===== src/source/axi_read_pkg.sv =====
package axi_read_pkg;

    // Bus widths
    localparam int ADDR_W = 32;
    localparam int DATA_W = 32;
    localparam int ID_W   = 8;
    localparam int LEN_W  = 8;
    localparam int RESP_W = 2;

    typedef logic [ADDR_W-1:0] addr_t;
    typedef logic [DATA_W-1:0] data_t;
    typedef logic [ID_W-1:0]   id_t;
    typedef logic [LEN_W-1:0]  len_t;
    typedef logic [RESP_W-1:0] resp_t;

    // Slave 2 window starts here, slave 1 owns everything below
    localparam addr_t S2_BASE = 32'h8000_0000;

    // One-hot master select, bit 0 is master 1 and bit 1 is master 2
    typedef logic [1:0] grant_t;

    localparam grant_t GRANT_NONE = 2'b00;
    localparam grant_t GRANT_M1   = 2'b01;
    localparam grant_t GRANT_M2   = 2'b10;

    // Arbiter states
    // ARB_ADDR lasts until the AR handshake, ARB_DATA until the last R beat
    typedef enum logic [1:0] {
        ARB_IDLE,
        ARB_ADDR,
        ARB_DATA
    } arb_state_t;

endpackage


===== src/source/axi_read_xbar.sv =====
module axi_read_xbar (
    input  logic                i_clk,
    input  logic                i_arst_n,

    // Master 1
    input  axi_read_pkg::addr_t i_m1_araddr,
    input  axi_read_pkg::id_t   i_m1_arid,
    input  axi_read_pkg::len_t  i_m1_arlen,
    input  logic                i_m1_arvalid,
    output logic                o_m1_arready,
    output axi_read_pkg::id_t   o_m1_rid,
    output axi_read_pkg::data_t o_m1_rdata,
    output axi_read_pkg::resp_t o_m1_rresp,
    output logic                o_m1_rlast,
    output logic                o_m1_rvalid,
    input  logic                i_m1_rready,

    // Master 2
    input  axi_read_pkg::addr_t i_m2_araddr,
    input  axi_read_pkg::id_t   i_m2_arid,
    input  axi_read_pkg::len_t  i_m2_arlen,
    input  logic                i_m2_arvalid,
    output logic                o_m2_arready,
    output axi_read_pkg::id_t   o_m2_rid,
    output axi_read_pkg::data_t o_m2_rdata,
    output axi_read_pkg::resp_t o_m2_rresp,
    output logic                o_m2_rlast,
    output logic                o_m2_rvalid,
    input  logic                i_m2_rready,

    // Slave 1
    output axi_read_pkg::addr_t o_s1_araddr,
    output axi_read_pkg::id_t   o_s1_arid,
    output axi_read_pkg::len_t  o_s1_arlen,
    output logic                o_s1_arvalid,
    input  logic                i_s1_arready,
    input  axi_read_pkg::id_t   i_s1_rid,
    input  axi_read_pkg::data_t i_s1_rdata,
    input  axi_read_pkg::resp_t i_s1_rresp,
    input  logic                i_s1_rlast,
    input  logic                i_s1_rvalid,
    output logic                o_s1_rready,

    // Slave 2
    output axi_read_pkg::addr_t o_s2_araddr,
    output axi_read_pkg::id_t   o_s2_arid,
    output axi_read_pkg::len_t  o_s2_arlen,
    output logic                o_s2_arvalid,
    input  logic                i_s2_arready,
    input  axi_read_pkg::id_t   i_s2_rid,
    input  axi_read_pkg::data_t i_s2_rdata,
    input  axi_read_pkg::resp_t i_s2_rresp,
    input  logic                i_s2_rlast,
    input  logic                i_s2_rvalid,
    output logic                o_s2_rready
);

    axi_read_pkg::grant_t s1_addr_grant;
    axi_read_pkg::grant_t s1_data_grant;
    axi_read_pkg::grant_t s2_addr_grant;
    axi_read_pkg::grant_t s2_data_grant;

    // One arbiter per slave
    slave_arbiter #(.SLAVE_HI(1'b0)) arb_s1 (
        .i_clk        (i_clk),
        .i_arst_n     (i_arst_n),
        .i_m1_araddr  (i_m1_araddr),
        .i_m2_araddr  (i_m2_araddr),
        .i_m1_arvalid (i_m1_arvalid),
        .i_m2_arvalid (i_m2_arvalid),
        .i_s_arready  (i_s1_arready),
        .i_s_rvalid   (i_s1_rvalid),
        .i_s_rlast    (i_s1_rlast),
        .i_s_rready   (o_s1_rready),
        .o_addr_grant (s1_addr_grant),
        .o_data_grant (s1_data_grant)
    );

    slave_arbiter #(.SLAVE_HI(1'b1)) arb_s2 (
        .i_clk        (i_clk),
        .i_arst_n     (i_arst_n),
        .i_m1_araddr  (i_m1_araddr),
        .i_m2_araddr  (i_m2_araddr),
        .i_m1_arvalid (i_m1_arvalid),
        .i_m2_arvalid (i_m2_arvalid),
        .i_s_arready  (i_s2_arready),
        .i_s_rvalid   (i_s2_rvalid),
        .i_s_rlast    (i_s2_rlast),
        .i_s_rready   (o_s2_rready),
        .o_addr_grant (s2_addr_grant),
        .o_data_grant (s2_data_grant)
    );

    // Forward path to each slave
    slave_port_mux #(.SLAVE_HI(1'b0)) port_s1 (
        .i_addr_grant (s1_addr_grant),
        .i_data_grant (s1_data_grant),
        .i_m1_araddr  (i_m1_araddr),
        .i_m2_araddr  (i_m2_araddr),
        .i_m1_arid    (i_m1_arid),
        .i_m2_arid    (i_m2_arid),
        .i_m1_arlen   (i_m1_arlen),
        .i_m2_arlen   (i_m2_arlen),
        .i_m1_arvalid (i_m1_arvalid),
        .i_m2_arvalid (i_m2_arvalid),
        .i_m1_rready  (i_m1_rready),
        .i_m2_rready  (i_m2_rready),
        .o_s_araddr   (o_s1_araddr),
        .o_s_arid     (o_s1_arid),
        .o_s_arlen    (o_s1_arlen),
        .o_s_arvalid  (o_s1_arvalid),
        .o_s_rready   (o_s1_rready)
    );

    slave_port_mux #(.SLAVE_HI(1'b1)) port_s2 (
        .i_addr_grant (s2_addr_grant),
        .i_data_grant (s2_data_grant),
        .i_m1_araddr  (i_m1_araddr),
        .i_m2_araddr  (i_m2_araddr),
        .i_m1_arid    (i_m1_arid),
        .i_m2_arid    (i_m2_arid),
        .i_m1_arlen   (i_m1_arlen),
        .i_m2_arlen   (i_m2_arlen),
        .i_m1_arvalid (i_m1_arvalid),
        .i_m2_arvalid (i_m2_arvalid),
        .i_m1_rready  (i_m1_rready),
        .i_m2_rready  (i_m2_rready),
        .o_s_araddr   (o_s2_araddr),
        .o_s_arid     (o_s2_arid),
        .o_s_arlen    (o_s2_arlen),
        .o_s_arvalid  (o_s2_arvalid),
        .o_s_rready   (o_s2_rready)
    );

    // Return path to each master
    master_return_mux #(.MASTER_BIT(0)) ret_m1 (
        .i_s1_addr_grant (s1_addr_grant),
        .i_s2_addr_grant (s2_addr_grant),
        .i_s1_data_grant (s1_data_grant),
        .i_s2_data_grant (s2_data_grant),
        .i_s1_arready    (i_s1_arready),
        .i_s2_arready    (i_s2_arready),
        .i_s1_rid        (i_s1_rid),
        .i_s2_rid        (i_s2_rid),
        .i_s1_rdata      (i_s1_rdata),
        .i_s2_rdata      (i_s2_rdata),
        .i_s1_rresp      (i_s1_rresp),
        .i_s2_rresp      (i_s2_rresp),
        .i_s1_rlast      (i_s1_rlast),
        .i_s2_rlast      (i_s2_rlast),
        .i_s1_rvalid     (i_s1_rvalid),
        .i_s2_rvalid     (i_s2_rvalid),
        .o_arready       (o_m1_arready),
        .o_rid           (o_m1_rid),
        .o_rdata         (o_m1_rdata),
        .o_rresp         (o_m1_rresp),
        .o_rlast         (o_m1_rlast),
        .o_rvalid        (o_m1_rvalid)
    );

    master_return_mux #(.MASTER_BIT(1)) ret_m2 (
        .i_s1_addr_grant (s1_addr_grant),
        .i_s2_addr_grant (s2_addr_grant),
        .i_s1_data_grant (s1_data_grant),
        .i_s2_data_grant (s2_data_grant),
        .i_s1_arready    (i_s1_arready),
        .i_s2_arready    (i_s2_arready),
        .i_s1_rid        (i_s1_rid),
        .i_s2_rid        (i_s2_rid),
        .i_s1_rdata      (i_s1_rdata),
        .i_s2_rdata      (i_s2_rdata),
        .i_s1_rresp      (i_s1_rresp),
        .i_s2_rresp      (i_s2_rresp),
        .i_s1_rlast      (i_s1_rlast),
        .i_s2_rlast      (i_s2_rlast),
        .i_s1_rvalid     (i_s1_rvalid),
        .i_s2_rvalid     (i_s2_rvalid),
        .o_arready       (o_m2_arready),
        .o_rid           (o_m2_rid),
        .o_rdata         (o_m2_rdata),
        .o_rresp         (o_m2_rresp),
        .o_rlast         (o_m2_rlast),
        .o_rvalid        (o_m2_rvalid)
    );

endmodule


===== src/source/master_return_mux.sv =====
module master_return_mux #(
    parameter int MASTER_BIT = 0
) (
    input  axi_read_pkg::grant_t i_s1_addr_grant,
    input  axi_read_pkg::grant_t i_s2_addr_grant,
    input  axi_read_pkg::grant_t i_s1_data_grant,
    input  axi_read_pkg::grant_t i_s2_data_grant,
    input  logic                 i_s1_arready,
    input  logic                 i_s2_arready,
    input  axi_read_pkg::id_t    i_s1_rid,
    input  axi_read_pkg::id_t    i_s2_rid,
    input  axi_read_pkg::data_t  i_s1_rdata,
    input  axi_read_pkg::data_t  i_s2_rdata,
    input  axi_read_pkg::resp_t  i_s1_rresp,
    input  axi_read_pkg::resp_t  i_s2_rresp,
    input  logic                 i_s1_rlast,
    input  logic                 i_s2_rlast,
    input  logic                 i_s1_rvalid,
    input  logic                 i_s2_rvalid,
    output logic                 o_arready,
    output axi_read_pkg::id_t    o_rid,
    output axi_read_pkg::data_t  o_rdata,
    output axi_read_pkg::resp_t  o_rresp,
    output logic                 o_rlast,
    output logic                 o_rvalid
);

    // arready only from a slave whose address phase belongs to us
    always_comb begin
        if (i_s1_addr_grant[MASTER_BIT]) begin
            o_arready = i_s1_arready;
        end else if (i_s2_addr_grant[MASTER_BIT]) begin
            o_arready = i_s2_arready;
        end else begin
            o_arready = 1'b0;
        end
    end

    // One read outstanding per master, so at most one slave matches here
    always_comb begin
        o_rid    = '0;
        o_rdata  = '0;
        o_rresp  = '0;
        o_rlast  = 1'b0;
        o_rvalid = 1'b0;
        if (i_s1_data_grant[MASTER_BIT]) begin
            o_rid    = i_s1_rid;
            o_rdata  = i_s1_rdata;
            o_rresp  = i_s1_rresp;
            o_rlast  = i_s1_rlast;
            o_rvalid = i_s1_rvalid;
        end else if (i_s2_data_grant[MASTER_BIT]) begin
            o_rid    = i_s2_rid;
            o_rdata  = i_s2_rdata;
            o_rresp  = i_s2_rresp;
            o_rlast  = i_s2_rlast;
            o_rvalid = i_s2_rvalid;
        end
    end

endmodule


===== src/source/slave_arbiter.sv =====
module slave_arbiter #(
    parameter bit SLAVE_HI = 1'b0
) (
    input  logic                 i_clk,
    input  logic                 i_arst_n,
    input  axi_read_pkg::addr_t  i_m1_araddr,
    input  axi_read_pkg::addr_t  i_m2_araddr,
    input  logic                 i_m1_arvalid,
    input  logic                 i_m2_arvalid,
    input  logic                 i_s_arready,
    input  logic                 i_s_rvalid,
    input  logic                 i_s_rlast,
    input  logic                 i_s_rready,
    output axi_read_pkg::grant_t o_addr_grant,
    output axi_read_pkg::grant_t o_data_grant
);

    logic                     m1_hi;
    logic                     m2_hi;
    logic                     m1_req;
    logic                     m2_req;
    logic                     ar_hs;
    logic                     r_last_hs;
    axi_read_pkg::grant_t     winner;
    axi_read_pkg::grant_t     grant_q;
    axi_read_pkg::grant_t     last_q;
    axi_read_pkg::arb_state_t state_q;

    // Window decode for each master
    assign m1_hi  = i_m1_araddr >= axi_read_pkg::S2_BASE;
    assign m2_hi  = i_m2_araddr >= axi_read_pkg::S2_BASE;
    assign m1_req = i_m1_arvalid && (m1_hi == SLAVE_HI);
    assign m2_req = i_m2_arvalid && (m2_hi == SLAVE_HI);

    // Round-robin pick, the master not served last time wins a tie
    always_comb begin
        if (m1_req && m2_req) begin
            if (last_q == axi_read_pkg::GRANT_M1) begin
                winner = axi_read_pkg::GRANT_M2;
            end else begin
                winner = axi_read_pkg::GRANT_M1;
            end
        end else if (m1_req) begin
            winner = axi_read_pkg::GRANT_M1;
        end else if (m2_req) begin
            winner = axi_read_pkg::GRANT_M2;
        end else begin
            winner = axi_read_pkg::GRANT_NONE;
        end
    end

    // AR handshake of the granted master
    assign ar_hs     = i_s_arready && |(grant_q & {i_m2_arvalid, i_m1_arvalid});
    assign r_last_hs = i_s_rvalid && i_s_rready && i_s_rlast;

    always_ff @(posedge i_clk or negedge i_arst_n) begin
        if (!i_arst_n) begin
            state_q <= axi_read_pkg::ARB_IDLE;
            grant_q <= axi_read_pkg::GRANT_NONE;
            // Pretend master 2 went last so master 1 takes the first tie
            last_q  <= axi_read_pkg::GRANT_M2;
        end else begin
            case (state_q)
                axi_read_pkg::ARB_IDLE: begin
                    if (winner != axi_read_pkg::GRANT_NONE) begin
                        state_q <= axi_read_pkg::ARB_ADDR;
                        grant_q <= winner;
                        last_q  <= winner;
                    end
                end
                axi_read_pkg::ARB_ADDR: begin
                    if (ar_hs) begin
                        state_q <= axi_read_pkg::ARB_DATA;
                    end
                end
                axi_read_pkg::ARB_DATA: begin
                    // Hold the grant until the final beat is taken
                    if (r_last_hs) begin
                        state_q <= axi_read_pkg::ARB_IDLE;
                        grant_q <= axi_read_pkg::GRANT_NONE;
                    end
                end
                default: begin
                    state_q <= axi_read_pkg::ARB_IDLE;
                    grant_q <= axi_read_pkg::GRANT_NONE;
                end
            endcase
        end
    end

    assign o_addr_grant = (state_q == axi_read_pkg::ARB_ADDR) ? grant_q
                                                               : axi_read_pkg::GRANT_NONE;
    assign o_data_grant = (state_q == axi_read_pkg::ARB_DATA) ? grant_q
                                                               : axi_read_pkg::GRANT_NONE;

endmodule


===== src/source/slave_port_mux.sv =====
module slave_port_mux #(
    parameter bit SLAVE_HI = 1'b0
) (
    input  axi_read_pkg::grant_t i_addr_grant,
    input  axi_read_pkg::grant_t i_data_grant,
    input  axi_read_pkg::addr_t  i_m1_araddr,
    input  axi_read_pkg::addr_t  i_m2_araddr,
    input  axi_read_pkg::id_t    i_m1_arid,
    input  axi_read_pkg::id_t    i_m2_arid,
    input  axi_read_pkg::len_t   i_m1_arlen,
    input  axi_read_pkg::len_t   i_m2_arlen,
    input  logic                 i_m1_arvalid,
    input  logic                 i_m2_arvalid,
    input  logic                 i_m1_rready,
    input  logic                 i_m2_rready,
    output axi_read_pkg::addr_t  o_s_araddr,
    output axi_read_pkg::id_t    o_s_arid,
    output axi_read_pkg::len_t   o_s_arlen,
    output logic                 o_s_arvalid,
    output logic                 o_s_rready
);

    // Slave 2 sees addresses relative to its own base
    localparam axi_read_pkg::addr_t OFFSET = SLAVE_HI ? axi_read_pkg::S2_BASE : '0;

    // AR channel follows the address grant
    always_comb begin
        case (i_addr_grant)
            axi_read_pkg::GRANT_M1: begin
                o_s_araddr  = i_m1_araddr - OFFSET;
                o_s_arid    = i_m1_arid;
                o_s_arlen   = i_m1_arlen;
                o_s_arvalid = i_m1_arvalid;
            end
            axi_read_pkg::GRANT_M2: begin
                o_s_araddr  = i_m2_araddr - OFFSET;
                o_s_arid    = i_m2_arid;
                o_s_arlen   = i_m2_arlen;
                o_s_arvalid = i_m2_arvalid;
            end
            default: begin
                o_s_araddr  = '0;
                o_s_arid    = '0;
                o_s_arlen   = '0;
                o_s_arvalid = 1'b0;
            end
        endcase
    end

    // rready follows the data grant
    always_comb begin
        case (i_data_grant)
            axi_read_pkg::GRANT_M1: o_s_rready = i_m1_rready;
            axi_read_pkg::GRANT_M2: o_s_rready = i_m2_rready;
            default:                o_s_rready = 1'b0;
        endcase
    end

endmodule


===== config.mk =====
export PLATFORM = sky130hd
export DESIGN_NAME = axi_read_xbar
export DESIGN_NICKNAME = d
export VERILOG_FILES = /design/src/source/axi_read_pkg.sv /design/src/source/axi_read_xbar.sv /design/src/source/master_return_mux.sv /design/src/source/slave_arbiter.sv /design/src/source/slave_port_mux.sv
export SDC_FILE = /design/constraint.sdc
export NUM_CORES = 1
export LEC_CHECK = 0
export BUFFER_PORTS_ARGS = -buffer_cell sky130_fd_sc_hd__buf_2
export CAP_MARGIN = 20
export CORE_AREA = 2 2 148 150
export CTS_CLUSTER_SIZE = 40
export DETAILED_ROUTE_END_ITERATION = 10
export DIE_AREA = 0 0 150 152
export SYNTH_ARGS = -nofsm -noshare
export SYNTH_HDL_FRONTEND = slang
export SYNTH_HIERARCHICAL = 1
export SYNTH_SLANG_ARGS = --single-unit

===== constraint.sdc =====
create_clock -name i_clk -period 2.36 [get_ports i_clk]
set_clock_uncertainty 0.1 [all_clocks]
set_input_delay 0.354 -clock i_clk [delete_from_list [all_inputs] [get_ports i_clk]]
set_output_delay 0.354 -clock i_clk [all_outputs]
set_load 0.1 [all_outputs]

==> metrics.txt, run 1 <==
status complete, but fails checks; violated checks setup timing; met2 usage ~36%; setup slack, reg-to-reg approximately 0.080 ns; die area around 23,000 um^2; Post-DP HPWL 16.0 mm; critical-path cell list buf_6, nor3b_4, inv_2, ha_4, buf_12, buf_4, a22oi_2, nor2_4, buf_12; Clock Tree Buf Depth 2; Layout area overhead 263%; Final WS setup -0.173 ns; actual slew at the worst max-slew pin 0.393 ns; Setup WS pre-CTS -0.158 ns; Leakage Power about 4.6 nW; vias in the first global route a little over 6,000; detailed-route DRC error count 0; GPL Wtd Cong ~0.84; # port buffers around 380; ANT nets after route 0; Total Wirelength 26.1 mm; Min-Delay Path Class primary input to register; worst reg2reg path endpoint arb_s2/grant_q[0]; mapped cell area 3270 um^2; Placement Rows 54; Data arrival, critical path roughly 2.1 ns; sequential cell area fraction in the yosys report 9.25%; Post-synth EDFFs 0; GR Util All Layers 20.7%; CTS tree done; Synth Area in Compound Gates between 50% and 60%; WL/cell 22.1 um; register bit total from synthesis 12; Max rail drop VDD 0.00104 V; PwrDens 1260 nW/um^2; Post-Synth Adder-Cell Area 3.44%; highest clock rate 395 MHz; gate count of the mapped netlist 442; initial DRC count 347; Worst setup EP type primary output; reg2reg path depth 13; Chip Height 152 um; startpoint types register; worst endpoint required time 1.91 ns; final net count 1,101; simple-gate share of the synthesized area between 15 and 20%; reg-to-reg critical path startpoint arb_s2/state_q[1]; max incr delay on CP approximately 0.38 ns; RSZ-0062 raised after global routing true; Worst path slowest cell dfrtp_1; mux share of post-synthesis cell area 0%; Clock Pin Slew Worst Setup and Hold Paths 0.05 ns; layout cell share with drive strength beyond 1 92.4%; max-cap viol count 0; vias roughly 6,000; worst rel slew slack 73.8%; max-slew violations 0; global-route wire length before repair 36.8 mm; number of fill cells 1,670; cts bufs inserted 3; Syn Nets 643; IO Pins about 380; GRT overflow 0; fin crit share 107%; minimum clock period 2.53 ns; endpoints failing setup roughly 140; Via-to-Cell Ratio 4.94; dominant cell type by count on the critical path buf_12; CTS H-tree lvls 1; yosys warns 6; Max FO, Critical Path 8; GR Layer Usage met1 between 20% and 30%; WHS between 0.2 and 0.3 ns; grt met3 use 3.96%; Synth cell types a little over 40; GRT busiest layer met2; crit path launch arb_s2/state_q[1]; combinational family with the most area after synthesis compound AO/OA/AOI/OAI gates; Worst-Skew Late Latency 0.24 ns; async set or reset register ratio after synthesis 100%; Synth Area in XOR/XNOR 0%; clock sink count 12; worst setup path endpoint o_s2_araddr[8]; initial antenna violation count 2; Initial Util 15.3%; Die W about 150 um; top_reg_cell synth dfrtp_1; Core Area about 21,000 um^2; First-pass DRT Iterations 4; Avg Inst Size Synth 7.41 um^2; CP Class register to primary output; Hold Violations, Final 0; Root Driver clkbuf_16; largest net degree at the start of global routing 47
layout make-up:
type,instances,area (um^2),area share (%)
Multi-Input combinational cell,368,4350,36.5
Antenna cell,2,5.00,0.0421
Timing Repair Buffer,501,6730,56.6
Tap cell,280,350,2.95
Inverter,14,62.6,0.526
Sequential cell,12,307,2.58
Clock buffer,4,88.8,0.747
kinds of logic after synthesis:
group | count (synthesis)
AO/OA/AOI/OAI | 212
AND/OR/NAND/NOR | 144
buffers and inverters | 65
flip-flops | 12
adder cells (fa/ha/maj) | 9
sequential cells by signal, summed over array words and instances (netlist names):
register and flops:
arb_s1/grant_q 2, arb_s1/last_q 2, arb_s1/state_q 2, arb_s2/grant_q 2
arb_s2/last_q 2, arb_s2/state_q 2
critical path: cells and delay by family (launching register included):
| family | cells | cell delay, ns |
|---|---|---|
| buffers and inverters | 5 | 0.71 |
| DFF | 1 | 0.38 |
| and+or+nand+nor | 2 | 0.30 |
| adders and majority gates | 1 | 0.22 |
| AOI/OAI and AO/OA | 1 | 0.22 |
metal layers:
layer  wire length (um)  vias up
met2              13200      256
met1              10600     2860
met4                595        0
met5                  0        -
li1                   -     2672
met3               1720       49
power breakdown:
| group | internal, W | switching (W) | leakage (nW) |
|---|---|---|---|
| clock network | 0.000256 | 0.0000957 | 0.0442 |
| logic | 0.00588 | 0.00830 | 4.45 |
| registers | 0.000319 | 0.0000817 | 0.142 |
| total | 0.00645 | 0.00848 | 4.64 |
layout by cell type, fill, tap and decap left out, types with 3 or more instances in the layout:
cell and n:
buf_12 218, buf_2 191, a22oi_2 95, nor2_4 95
a22o_4 44, a22o_2 40, buf_6 30, buf_4 28
buf_16 24, nand2_1 15, nor2b_4 8, clkbuf_16 8
inv_1 7, dfrtp_1 7, ha_4 7, o21ai_1 6
inv_2 5, and2_4 4, o31ai_1 4, a22oi_1 4
nor2_2 4, a22o_1 3, dfrtp_2 3, nor2_1 3
Yosys cell counts, types with 2 or more instances:
cell	count	area share [%]
a2111oi_2	2	0.92
a22oi_1	99	23
inv_1	13	1.5
nand2b_1	2	0.38
a22o_1	87	23
a21o_1	2	0.46
o21ai_0	6	0.92
buf_6	14	4.8
dfrtp_1	10	7.6
nor4b_1	2	0.54
o21ai_1	3	0.46
ha_1	9	3.4
dfstp_2	2	1.6
buf_2	14	2.1
nor3b_1	3	0.69
nor2_1	102	12
nor2b_4	4	1.7
and2_1	4	0.76
nor2b_2	2	0.54
nand2_1	17	1.9
buf_4	8	1.8
o31ai_1	4	0.92
buf_8	8	3.7
clkbuf_1	6	0.69
nand3_1	2	0.31
nor2b_1	2	0.38
stage by stage:
| step | total power (W) | util, % | cells | TNS (ns) | cell area [um^2] |
|---|---|---|---|---|---|
| 2_1_floorplan | 0.00769 | - | 442 | -4.99 | 4220 |
| 3_3_place_gp | 0.0109 | 43.0 | 1083 | -12.20 | 9180 |
| 3_5_place_dp | 0.0110 | 43.0 | 1083 | -13.97 | 9180 |
| 4_1_cts | 0.0146 | 52.9 | 1148 | -21.34 | 11300 |
| 5_1_grt | 0.0154 | 55.7 | 1180 | -23.67 | 11900 |
| 6_report | 0.0149 | 55.7 | 1181 | -14.48 | 11900 |
repair_timing:
action                     CTS  global route
resized for setup          198            60
pin swaps                   50            68
setup buffers               34            29
setup endpoints to repair  184           189
hold buffers                 1             0
hold endpoints to repair    10             0
cloned                      26             7
how the worst min path moves through the flow:
| stage | slack [ns] | to | start | cells after the start |
|---|---|---|---|---|
| floorplan | -0.04 | arb_s1/grant_q[0] | i_arst_n | 0 |
| global placement | 0.15 | arb_s2/last_q[0] | i_arst_n | 1 |
| detailed placement | 0.15 | arb_s2/last_q[0] | i_arst_n | 1 |
| CTS | 0.29 | arb_s2/state_q[0] | i_s2_arready | 2 |
| global route | 0.29 | arb_s2/state_q[0] | i_s2_arready | 2 |
| finish | 0.29 | arb_s2/state_q[0] | i_s2_arready | 2 |
Power figures use the tool's default switching activity.
==> inputs of run 2 (changes only) <==
==> constraint.sdc (replaced) <==
create_clock -name i_clk -period 2.36 [get_ports i_clk]
set_clock_uncertainty 0.1 [all_clocks]
set_input_delay 0.236 -clock i_clk [delete_from_list [all_inputs] [get_ports i_clk]]
set_output_delay 0.236 -clock i_clk [all_outputs]
set_load 0.1 [all_outputs]
==> run 2 against run 1 <==
Net effect: the run now ends clean; non-clock buffer count fell by 49; critical path depth decreased by 2; highest routed layer is now met5; clock-buffer cell count shrank 1; sequential share of layout area rose by 0.40 points; hold slack got worse by 0.14 ns; largest cell class unchanged; global-route usage shrank 3.3 points; sequential power rose by 3%; cell area shrank 13%; via count decreased by 4.4%.
==> metrics.txt, run 2 (same netlist as run 1, synthesis figures left out) <==
layout cell share with drive strength beyond 1 85.1%; M1 WL 8.03 mm; Post-DP HPWL 17.3 mm; max incr delay on CP 0.44 ns; met3 WL post-DR 2.08 mm; status finished, final reports clean; metal2 WL 13.3 mm; commonest non-fill, non-tap cell in the layout buf_12; CP Class register to primary output; Clock Pin Slew Worst Setup and Hold Paths ~0.04 ns; Initial Util 15.3%; Max rail drop VDD 0.000804 V; # port buffers 381; Core Area 21,400 um^2; Pwr Total 0.0124 W; Placed Instances about 1,100; PwrDens 1210 nW/um^2; global-route wire length before repair ~32 mm; critical-path cell list nor3_4, buf_6, ha_4, buf_4, buf_4, nor2_2, buf_12; Clock Tree Buf Depth 2; Finished Layout Cells 1,127; GPL Wtd Cong around 0.83; Die W 150 um; max-slew violations 0; Data arrival, critical path around 2 ns; Min-Delay Path Class primary input to register; WL/cell 21.5 um; final net count 1,049; initial DRC count ~180; worst endpoint required time 2.02 ns; reg-to-reg critical path startpoint arb_s1/state_q[0]; fin crit share 99.9%; Setup Total Neg Slack 0 ns; largest net degree at the start of global routing 43; Via-to-Cell Ratio about 5; vias in the first global route 5,628; crit path launch arb_s2/state_q[1]; Leakage Power roughly 4.0 nW; GR Util All Layers 17.4%; most frequent cells in the layout buf_12 (202), buf_2 (193), nor2_4 (69), a22oi_1 (51), a22o_2 (50); vias 5,583; actual slew at the worst max-slew pin 0.509 ns; GRT overflow 0; Max FO, Critical Path 5; CTS H-tree lvls 1; setup slack, reg-to-reg 0.27 ns; Worst setup EP type primary output; Hold Violations, Final 0; cts bufs inserted 3; WHS 0.157 ns; dominant cell type by count on the critical path buf_4; Layout area overhead 214%; RSZ-0062 raised after global routing true; Total Wirelength between 20 and 25 mm; First-pass DRT Iterations 4; initial antenna violation count 3; Worst-Skew Late Latency 0.23 ns; Worst path slowest cell dfrtp_2; Chip Height 152 um; clock sink count 12; reg2reg path depth 9; die area 22,800 um^2; worst reg2reg path endpoint arb_s1/grant_q[0]; max-cap viol count 0; worst rel slew slack between 60% and 70%; minimum clock period 2.36 ns; worst setup path endpoint o_s2_araddr[27]; detailed-route DRC error count 0; IO Pins 382; CTS tree done; endpoints failing setup 0; Root Driver clkbuf_16; Placement Rows 54; ANT nets after route 0; highest clock rate 424 MHz; startpoint types register; Max Used Layer met5
-- run 2: through the flow --
stage          area (um^2)  worst slack [ns]  util, %
2_1_floorplan         4050            -0.322        -
3_3_place_gp          9070             0.184     42.5
3_5_place_dp          9070            0.0877     42.5
4_1_cts               9300           -0.0105     43.6
5_1_grt              10300           -0.0761     48.2
6_report             10300           0.00334     48.2
-- run 2: layout make-up --
class,count,area [um^2]
flip-flops and latches,12,307
diodes,1,2.50
well taps,280,350
inverters,14,55.1
multi-input cells,365,3800
clock buffers,3,75.1
repair buffers,452,5700
fillers,1898,11100
-- run 2: metal layers --
metal	up-vias	global-route usage, %
met5	-	0
li1	2529	-
met1	2702	18.7
met4	4	4.81
met2	308	32.9
met3	40	4.62
-- run 2: what timing repair did --
action,in CTS,in global routing
hold endpoints to repair,10,0
setup buffers,3,23
gates cloned,1,15
hold buffers,1,0
gates resized for setup,18,90
setup endpoints to repair,150,186
pin swaps,5,10
-- run 2: how the worst min path moves through the flow --
stage | from | endpoint | depth (start not counted)
after global routing | i_s2_arready | arb_s2/state_q[0] | 2
final | i_s2_arready | arb_s2/state_q[0] | 2
after CTS | i_s2_arready | arb_s2/state_q[0] | 2
after detailed placement | i_arst_n | arb_s2/last_q[0] | 1
after floorplan | i_arst_n | arb_s1/grant_q[0] | 0
after global placement | i_arst_n | arb_s2/last_q[0] | 1
-- run 2: where the power goes --
part	internal [W]	switching (W)	leakage, nW
Sequential	0.000318	0.0000930	0.142
Clock	0.000220	0.0000812	0.0370
Combinational	0.00431	0.00742	3.84
-- run 2: critical path, delay by kind of cell (launching register included) --
kind / cells / cell delay, ns
buf+inv: 4 / 0.68
simple gates: 2 / 0.44
flops: 1 / 0.44
fa+ha+maj: 1 / 0.22
